==> config.mk <==
export PLATFORM = sky130hd
export DESIGN_NAME = graphics_processor
export DESIGN_NICKNAME = d
export VERILOG_FILES = /design/src/hw/gp_cmd_pkg.sv /design/src/hw/gp_mem_pkg.sv /design/src/hw/line_fill_if.sv /design/src/hw/cmd_word_if.sv /design/src/hw/dram_line_fetcher.sv /design/src/hw/command_line_buffer.sv /design/src/hw/command_decoder.sv /design/src/hw/graphics_processor.sv
export SDC_FILE = /design/constraint.sdc
export NUM_CORES = 1
export LEC_CHECK = 0
export ABC_AREA = 1
export BUFFER_PORTS_ARGS = -buffer_cell sky130_fd_sc_hd__buf_2
export CORE_ASPECT_RATIO = 0.7
export CORE_MARGIN = 1
export CORE_UTILIZATION = 45
export DETAILED_ROUTE_END_ITERATION = 16
export PLACE_DENSITY = 0.64
export SLEW_MARGIN = 10
export SYNTH_ARGS = -nofsm -noshare
export SYNTH_HDL_FRONTEND = slang
export SYNTH_HIERARCHICAL = 1
export SYNTH_SLANG_ARGS = --single-unit
==> constraint.sdc <==
create_clock -name clk -period 26.5 [get_ports clk]
set_clock_uncertainty 0.05 [all_clocks]
set_input_delay 5.3 -clock clk [delete_from_list [all_inputs] [get_ports clk]]
set_output_delay 5.3 -clock clk [all_outputs]
set_load 0.01 [all_outputs]
==> src/hw/gp_cmd_pkg.sv <==
`default_nettype none

package gp_cmd_pkg;

    localparam int CMD_WORD_WIDTH = 32;

    // opcode in the top byte of the first word of a command
    localparam int OPCODE_LSB   = 24;
    localparam int OPCODE_WIDTH = 8;

    // color in the low bits of the first word
    localparam int COLOR_WIDTH = 24;

    // point word layout, each field COORD_WIDTH wide
    localparam int POINT_X_LSB = 16;
    localparam int POINT_Y_LSB = 0;

    typedef enum logic [OPCODE_WIDTH-1:0] {
        OP_END  = 8'h00,
        OP_LINE = 8'h01,
        OP_FILL = 8'h02
    } cmd_opcode_e;

    typedef enum logic [2:0] {
        IDLE,
        DECODE,
        LINE_X0,
        LINE_Y0,
        LINE_X1,
        LINE_Y1,
        FILL_WAIT
    } dec_state_e;

endpackage

`default_nettype wire

==> src/hw/gp_mem_pkg.sv <==
`default_nettype none

package gp_mem_pkg;

    // one read beat from the DRAM controller
    localparam int BEAT_WIDTH = 128;

    // a command line is two beats, 32 bytes
    localparam int LINE_WIDTH = 256;

    // address FIFO entry
    localparam int DRAM_ADDR_WIDTH = 31;

    // byte address bits 27..5 name the line
    localparam int LINE_TAG_WIDTH = 23;

    // byte address bits 4..2 pick a word in the line
    localparam int WORD_SEL_WIDTH = 3;

    typedef enum logic [1:0] {
        F_IDLE,
        F_BEAT0,
        F_BEAT1
    } fetch_state_e;

endpackage

`default_nettype wire

==> src/hw/line_fill_if.sv <==
`timescale 1ns/1ps
`default_nettype none

// line refill path between the command line buffer and the DRAM fetcher
interface line_fill_if
    import gp_mem_pkg::*;
();

    logic                      fill_req;
    logic [LINE_TAG_WIDTH-1:0] fill_tag;
    logic                      fill_valid;
    // word 0 sits in the top 32 bits
    logic [LINE_WIDTH-1:0]     fill_line;

    modport buffer (
        output fill_req,
        output fill_tag,
        input  fill_valid,
        input  fill_line
    );

    modport fetcher (
        input  fill_req,
        input  fill_tag,
        output fill_valid,
        output fill_line
    );

endinterface

`default_nettype wire

==> src/hw/cmd_word_if.sv <==
`timescale 1ns/1ps
`default_nettype none

// command word lookup between the decoder and the line buffer
interface cmd_word_if
    import gp_cmd_pkg::*;
();

    // byte address of the current command word
    logic [CMD_WORD_WIDTH-1:0] word_addr;
    logic                      restart;
    logic                      hit;
    logic [CMD_WORD_WIDTH-1:0] word;

    modport decoder (
        output word_addr,
        output restart,
        input  hit,
        input  word
    );

    modport buffer (
        input  word_addr,
        input  restart,
        output hit,
        output word
    );

endinterface

`default_nettype wire

==> src/hw/dram_line_fetcher.sv <==
`timescale 1ns/1ps
`default_nettype none

module dram_line_fetcher
    import gp_mem_pkg::*;
(
    input  wire logic                       clk,
    input  wire logic                       rst,
    line_fill_if.fetcher                    fill,
    input  wire logic                       af_full,
    output logic                            af_wr_en,
    output logic [DRAM_ADDR_WIDTH-1:0]      af_addr_din,
    input  wire logic                       rdf_valid,
    input  wire logic [BEAT_WIDTH-1:0]      rdf_dout,
    output logic                            rdf_rd_en
);

    localparam int BEAT_WORDS = 4;
    localparam int WORD_BITS  = BEAT_WIDTH / BEAT_WORDS;

    fetch_state_e state;
    fetch_state_e next_state;

    // first half of the line, already in line order
    logic [BEAT_WIDTH-1:0] beat0_q;
    logic [BEAT_WIDTH-1:0] beat_ordered;

    // DRAM puts the lowest word in the low bits, the line wants it on top
    function automatic logic [BEAT_WIDTH-1:0] to_line_order(
        input logic [BEAT_WIDTH-1:0] beat
    );
        logic [BEAT_WIDTH-1:0] swapped;
        for (int i = 0; i < BEAT_WORDS; i++) begin
            swapped[(BEAT_WORDS - 1 - i) * WORD_BITS +: WORD_BITS] =
                beat[i * WORD_BITS +: WORD_BITS];
        end
        return swapped;
    endfunction

    assign beat_ordered = to_line_order(rdf_dout);

    // tag lands at bits 24..2, upper bits zero
    assign af_addr_din = DRAM_ADDR_WIDTH'({fill.fill_tag, 2'b00});

    // second beat goes straight through in the cycle it is taken
    assign fill.fill_line = {beat0_q, beat_ordered};

    always_comb begin
        next_state      = state;
        af_wr_en        = 1'b0;
        rdf_rd_en       = 1'b0;
        fill.fill_valid = 1'b0;
        case (state)
            F_IDLE: begin
                af_wr_en = fill.fill_req;
                if (fill.fill_req && !af_full) begin
                    next_state = F_BEAT0;
                end
            end
            F_BEAT0: begin
                rdf_rd_en = 1'b1;
                if (rdf_valid) begin
                    next_state = F_BEAT1;
                end
            end
            F_BEAT1: begin
                rdf_rd_en = 1'b1;
                if (rdf_valid) begin
                    fill.fill_valid = 1'b1;
                    next_state      = F_IDLE;
                end
            end
            default: next_state = F_IDLE;
        endcase
    end

    always_ff @(posedge clk) begin
        if (rst) begin
            state <= F_IDLE;
        end else begin
            state <= next_state;
        end
    end

    always_ff @(posedge clk) begin
        if (state == F_BEAT0 && rdf_valid) begin
            beat0_q <= beat_ordered;
        end
    end

endmodule

`default_nettype wire

==> src/hw/command_line_buffer.sv <==
`timescale 1ns/1ps
`default_nettype none

module command_line_buffer
    import gp_cmd_pkg::*;
    import gp_mem_pkg::*;
(
    input  wire logic   clk,
    input  wire logic   rst,
    line_fill_if.buffer fill,
    cmd_word_if.buffer  cmd
);

    localparam int LINE_WORDS = LINE_WIDTH / CMD_WORD_WIDTH;
    localparam int SEL_LSB    = 2;
    localparam int TAG_LSB    = SEL_LSB + WORD_SEL_WIDTH;

    logic [LINE_WIDTH-1:0]     line_q;
    logic [LINE_TAG_WIDTH-1:0] tag_q;
    logic                      valid_q;
    // no fills until the first list has started
    logic                      armed_q;
    // fill in flight was asked for before a restart
    logic                      stale_q;

    logic [LINE_TAG_WIDTH-1:0] cur_tag;
    logic [WORD_SEL_WIDTH-1:0] cur_sel;
    logic                      miss;

    assign cur_tag = cmd.word_addr[TAG_LSB +: LINE_TAG_WIDTH];
    assign cur_sel = cmd.word_addr[SEL_LSB +: WORD_SEL_WIDTH];

    assign cmd.hit  = valid_q && (tag_q == cur_tag);
    assign cmd.word = line_q[(LINE_WORDS - 1 - int'(cur_sel)) * CMD_WORD_WIDTH +: CMD_WORD_WIDTH];

    assign miss = armed_q && !cmd.hit;

    always_ff @(posedge clk) begin
        if (rst) begin
            valid_q       <= 1'b0;
            armed_q       <= 1'b0;
            stale_q       <= 1'b0;
            fill.fill_req <= 1'b0;
        end else begin
            if (cmd.restart) begin
                armed_q <= 1'b1;
            end
            // restart wins over a returning line, which may hold old memory
            if (cmd.restart) begin
                valid_q <= 1'b0;
            end else if (fill.fill_valid && !stale_q) begin
                valid_q <= 1'b1;
            end
            if (fill.fill_valid) begin
                stale_q <= 1'b0;
            end else if (cmd.restart && fill.fill_req) begin
                stale_q <= 1'b1;
            end
            if (fill.fill_valid) begin
                fill.fill_req <= 1'b0;
            end else if (miss && !fill.fill_req) begin
                fill.fill_req <= 1'b1;
            end
        end
    end

    // request tag held steady for the whole fill
    always_ff @(posedge clk) begin
        if (miss && !fill.fill_req && !fill.fill_valid) begin
            fill.fill_tag <= cur_tag;
        end
    end

    always_ff @(posedge clk) begin
        if (fill.fill_valid) begin
            line_q <= fill.fill_line;
            tag_q  <= fill.fill_tag;
        end
    end

endmodule

`default_nettype wire

==> src/hw/command_decoder.sv <==
`timescale 1ns/1ps
`default_nettype none

module command_decoder
    import gp_cmd_pkg::*;
#(
    parameter int COORD_WIDTH = 10
) (
    input  wire logic                      clk,
    input  wire logic                      rst,
    cmd_word_if.decoder                    cmd,

    // host
    input  wire logic                      gp_valid,
    input  wire logic [CMD_WORD_WIDTH-1:0] gp_code,
    input  wire logic [31:0]               gp_frame,

    // line engine
    input  wire logic                      le_ready,
    output logic [COLOR_WIDTH-1:0]         le_color,
    output logic [COORD_WIDTH-1:0]         le_point,
    output logic                           le_color_valid,
    output logic                           le_x0_valid,
    output logic                           le_y0_valid,
    output logic                           le_x1_valid,
    output logic                           le_y1_valid,
    output logic                           le_trigger,
    output logic [31:0]                    le_frame,

    // frame filler
    input  wire logic                      ff_ready,
    output logic                           ff_valid,
    output logic [COLOR_WIDTH-1:0]         ff_color,
    output logic [31:0]                    ff_frame
);

    dec_state_e state;
    dec_state_e next_state;

    logic [CMD_WORD_WIDTH-1:0] ptr_q;
    logic [CMD_WORD_WIDTH-1:0] next_ptr;
    logic [31:0]               frame_q;
    cmd_opcode_e               opcode;

    assign opcode = cmd_opcode_e'(cmd.word[OPCODE_LSB +: OPCODE_WIDTH]);

    assign cmd.word_addr = ptr_q;
    // same edge loads the pointer and drops the cached line
    assign cmd.restart   = gp_valid;

    assign le_color = cmd.word[COLOR_WIDTH-1:0];
    assign ff_color = cmd.word[COLOR_WIDTH-1:0];
    assign le_point = (le_x0_valid || le_x1_valid) ?
                      cmd.word[POINT_X_LSB +: COORD_WIDTH] :
                      cmd.word[POINT_Y_LSB +: COORD_WIDTH];

    assign le_frame = frame_q;
    assign ff_frame = frame_q;

    always_comb begin
        next_state     = state;
        next_ptr       = ptr_q;
        le_color_valid = 1'b0;
        le_x0_valid    = 1'b0;
        le_y0_valid    = 1'b0;
        le_x1_valid    = 1'b0;
        le_y1_valid    = 1'b0;
        le_trigger     = 1'b0;
        ff_valid       = 1'b0;
        if (gp_valid) begin
            next_state = DECODE;
            next_ptr   = gp_code;
        end else if (state == FILL_WAIT) begin
            // filler busy, word not needed here
            if (ff_ready) begin
                next_state = DECODE;
            end
        end else if (cmd.hit) begin
            case (state)
                DECODE: begin
                    case (opcode)
                        OP_LINE: begin
                            if (le_ready) begin
                                le_color_valid = 1'b1;
                                next_ptr       = ptr_q + 4;
                                next_state     = LINE_X0;
                            end
                        end
                        OP_FILL: begin
                            if (ff_ready) begin
                                ff_valid   = 1'b1;
                                next_ptr   = ptr_q + 4;
                                next_state = FILL_WAIT;
                            end
                        end
                        OP_END:  next_state = IDLE;
                        // unknown opcodes stop the list too
                        default: next_state = IDLE;
                    endcase
                end
                LINE_X0: begin
                    le_x0_valid = 1'b1;
                    next_state  = LINE_Y0;
                end
                LINE_Y0: begin
                    le_y0_valid = 1'b1;
                    next_ptr    = ptr_q + 4;
                    next_state  = LINE_X1;
                end
                LINE_X1: begin
                    le_x1_valid = 1'b1;
                    next_state  = LINE_Y1;
                end
                LINE_Y1: begin
                    le_y1_valid = 1'b1;
                    le_trigger  = 1'b1;
                    next_ptr    = ptr_q + 4;
                    next_state  = DECODE;
                end
                default: next_state = state;
            endcase
        end
    end

    always_ff @(posedge clk) begin
        if (rst) begin
            state   <= IDLE;
            ptr_q   <= '0;
            frame_q <= '0;
        end else begin
            state <= next_state;
            ptr_q <= next_ptr;
            if (gp_valid) begin
                frame_q <= gp_frame;
            end
        end
    end

endmodule

`default_nettype wire

==> src/hw/graphics_processor.sv <==
`timescale 1ns/1ps
`default_nettype none

module graphics_processor
    import gp_cmd_pkg::*;
    import gp_mem_pkg::*;
#(
    parameter int COORD_WIDTH = 10
) (
    input  wire logic                       clk,
    input  wire logic                       rst,

    // host
    input  wire logic                       gp_valid,
    input  wire logic [CMD_WORD_WIDTH-1:0]  gp_code,
    input  wire logic [31:0]                gp_frame,

    // line engine
    input  wire logic                       le_ready,
    output logic [COLOR_WIDTH-1:0]          le_color,
    output logic [COORD_WIDTH-1:0]          le_point,
    output logic                            le_color_valid,
    output logic                            le_x0_valid,
    output logic                            le_y0_valid,
    output logic                            le_x1_valid,
    output logic                            le_y1_valid,
    output logic                            le_trigger,
    output logic [31:0]                     le_frame,

    // frame filler
    input  wire logic                       ff_ready,
    output logic                            ff_valid,
    output logic [COLOR_WIDTH-1:0]          ff_color,
    output logic [31:0]                     ff_frame,

    // DRAM address and read-data FIFOs
    input  wire logic                       af_full,
    output logic                            af_wr_en,
    output logic [DRAM_ADDR_WIDTH-1:0]      af_addr_din,
    input  wire logic                       rdf_valid,
    input  wire logic [BEAT_WIDTH-1:0]      rdf_dout,
    output logic                            rdf_rd_en
);

    line_fill_if fill_bus ();
    cmd_word_if  cmd_bus ();

    dram_line_fetcher u_fetcher (
        .clk         (clk),
        .rst         (rst),
        .fill        (fill_bus.fetcher),
        .af_full     (af_full),
        .af_wr_en    (af_wr_en),
        .af_addr_din (af_addr_din),
        .rdf_valid   (rdf_valid),
        .rdf_dout    (rdf_dout),
        .rdf_rd_en   (rdf_rd_en)
    );

    command_line_buffer u_buffer (
        .clk  (clk),
        .rst  (rst),
        .fill (fill_bus.buffer),
        .cmd  (cmd_bus.buffer)
    );

    command_decoder #(
        .COORD_WIDTH (COORD_WIDTH)
    ) u_decoder (
        .clk            (clk),
        .rst            (rst),
        .cmd            (cmd_bus.decoder),
        .gp_valid       (gp_valid),
        .gp_code        (gp_code),
        .gp_frame       (gp_frame),
        .le_ready       (le_ready),
        .le_color       (le_color),
        .le_point       (le_point),
        .le_color_valid (le_color_valid),
        .le_x0_valid    (le_x0_valid),
        .le_y0_valid    (le_y0_valid),
        .le_x1_valid    (le_x1_valid),
        .le_y1_valid    (le_y1_valid),
        .le_trigger     (le_trigger),
        .le_frame       (le_frame),
        .ff_ready       (ff_ready),
        .ff_valid       (ff_valid),
        .ff_color       (ff_color),
        .ff_frame       (ff_frame)
    );

endmodule

`default_nettype wire

==> results.md <==
* Std cell rows at 66
* Post-CTS setup buffer count at 0
* Max clock buf depth at 3
* M1 GR Usage at 0.281
* Kind of critical path: input port to primary output
* DR vias at 13,500
* Pin count of the biggest net entering global routing at between 100 and 150
* Worst Setup Start Kind: input port
* Dpl cells at roughly 2,600
* Total track usage at 0.195
* Die span in y at 185 um
* Hold Buf Count CTS at 0
* Clock Sinks at slightly below 500
* CP peak stage delay at 0.78 ns
* TritonCTS clock tree: yes
* # IOs at approximately 360
* Initial Util at 0.460
* # setup viols final at 0
* Port-buffer cells at ~350
* Min Tclk post-route at 12.90 ns
* Grt ovf at 0
* Sum Neg Setup Slack at 0 ns
* Worst path slowest cell: or2_1
* Netlist area before placement at approximately 22,000 sq um
* CP Cell Sequence: buf_2 -> buf_4 -> nor2_1 -> inv_1 -> nor4_1 -> or2_1 -> nor2_1 -> a21oi_2 -> buf_2
* Avg Vias per Cell at 4.99
* Cts bufs inserted at 49
* Required @ worst endpoint at 21.15 ns
* First-pass GRT wire length at 73.0 mm
* Most used routing layer: met2
* CP arrival at 7.55 ns
* Tcrit/Tclk final at 0.487
* First-pass DRT Iterations at 5
* Layout cells sized above 1 at 0.223
* Core Region at 46,800 sq um
* Slew HR at 0.261
* Layout Nets at 2,248
* Area grow syn2layout at 9.62%
* Fin. max-slew vios at 0
* Clk pin slew, worst setup/hold paths at 0.06 ns
* DRC at 0
* RSZ-0062 raised after global routing: false
* Initial antenna violation count at 14
* CP endpoint kind: primary output
* Number of max-cap violations at 0
* Initial DRC count at between 1,000 and 1,500
* Fillers at 4,156
* Depth of the CTS H-tree at 2
* Highest Clock Rate at between 70 and 80 MHz
* Cell count after synthesis at just under 2,000
* Syn Area/Cell at 11.1 sq um
* GPL Wtd Cong at 0.897
* DRT antenna net count at 0
* Crit-path max FO at 59
* Die area at 48,700 sq um
* Final Hold Viols at 0
* Ys Warns at 6
* Vias in the first global route at 12,500
* Root cell of the clock tree: clkbuf_16
* Grt met2 use at 0.300
* Worst min path class: flip-flop to flip-flop
* PostCTS Resize Cnt at 0
* Leakage at 0.00928 uW
* Drt wl/cell at 17.9 um
* HPWL after detailed placement at 31.2 mm
* DIE WIDTH at 263 um
* Pwr/cell area at between 80 and 90 nW/um^2
* Clock Latency Late Sink at 0.57 ns
* Met3 Use GR at 0.0366
* Non-filler cells, final at 2,698
* Routed WL at 48.4 mm
* Status: completed
* Peak VDD IR at 0.0572 mV
* Worst slew pin tran at 1.11 ns
[area by class of cell]
type	count	area (sq um)	area share
sequential	497	14300	0.605
multi-input combinational	1027	4650	0.197
timing repair buffer	358	1820	0.0772
clock buffer	60	1290	0.0546
tap	612	766	0.0325
inverter	108	423	0.0179
clock inverter	29	359	0.0152
antenna	7	17.5	0.000743
[critical path: cells and delay by family]
kind | cells | cell delay (ns)
AO/OA/AOI/OAI | 1 | 0.13
buffers and inverters | 4 | 0.70
AND/OR/NAND/NOR | 4 | 1.37
[per-layer routing]
| metal | up-vias | part of all wire | routed length [um] |
|---|---|---|---|
| met2 | 456 | 0.46 | 22200 |
| met5 | - | 0.00050 | 24 |
| met3 | 74 | 0.064 | 3080 |
| met4 | 4 | 0.022 | 1060 |
| li1 | 6516 | - | - |
| met1 | 6411 | 0.46 | 22100 |
[state kept, by name, indices dropped and copies added (netlist names)]
register and count:
u_buffer/line_q 256, u_fetcher/beat0_q 128, u_decoder/ff_frame 32, u_decoder/cmd.word_addr 26, u_buffer/fill.fill_tag 23, u_buffer/tag_q 23, u_decoder/state 3, u_fetcher/state 2
u_buffer/armed_q 1, u_buffer/fill.fill_req 1, u_buffer/stale_q 1, u_buffer/valid_q 1
[metrics by stage]
| stage | hold slack, ns | worst slack [ns] | utilization | cell area, sq um | power (uW) |
|---|---|---|---|---|---|
| final | 0.362 | 13.60 | 0.504 | 23600 | 1970 |
| after global routing | 0.370 | 13.22 | 0.504 | 23600 | 2050 |
| after CTS | 0.367 | 13.56 | 0.503 | 23600 | 1990 |
| after detailed placement | 0.355 | 13.57 | 0.468 | 21900 | 1280 |
| after global placement | 0.350 | 13.63 | 0.468 | 21900 | 1270 |
| after floorplan | 0.350 | 12.51 | - | 21500 | 1230 |
[path summary, 6_finish.rpt]
path	startpoint	endpoint	slack, ns	cells past startpoint
worst min register to register	u_fetcher/beat0_q[120]	u_buffer/line_q[248]	0.36	0
worst max-delay path	gp_valid	le_point[8]	13.60	9
worst max register to register	u_decoder/cmd.word_addr[2]	u_decoder/cmd.word_addr[23]	22.53	17
worst min-delay path	u_fetcher/beat0_q[120]	u_buffer/line_q[248]	0.36	0
[cells in the final DEF (no fill, tap or decap), types with 2 or more instances in the layout]
| cell | count |
|---|---|
| clkinv_4 | 3 |
| a21oi_2 | 2 |
| conb_1 | 8 |
| bufinv_16 | 7 |
| nand3_1 | 33 |
| inv_4 | 2 |
| o32ai_1 | 64 |
| clkbuf_16 | 50 |
| nor4_1 | 3 |
| nand2_1 | 324 |
| nor2_2 | 5 |
| o21ai_0 | 122 |
| a21oi_1 | 12 |
| clkinv_2 | 11 |
| ha_1 | 8 |
| inv_2 | 5 |
| or2_2 | 2 |
| and2_1 | 3 |
| diode_2 | 7 |
| clkinv_1 | 5 |
| xnor2_1 | 2 |
| nand3_2 | 2 |
| nor2_1 | 406 |
| buf_4 | 12 |
| xor2_1 | 6 |
| clkbuf_1 | 10 |
| edfxtp_1 | 430 |
| buf_2 | 346 |
| nand4_1 | 5 |
| dfxtp_1 | 64 |
| nand2_2 | 3 |
| dfxtp_4 | 2 |
| nor3_1 | 5 |
| inv_6 | 2 |
| inv_1 | 98 |
[where the power goes]
group          internal, uW  total (uW)  leakage, uW  switching [uW]
combinational          71.5         248      0.00399             176
sequential              975        1010      0.00448            34.9
clock                   417         714     0.000810             297
Note: power is estimated with default switching activity, not from simulation.
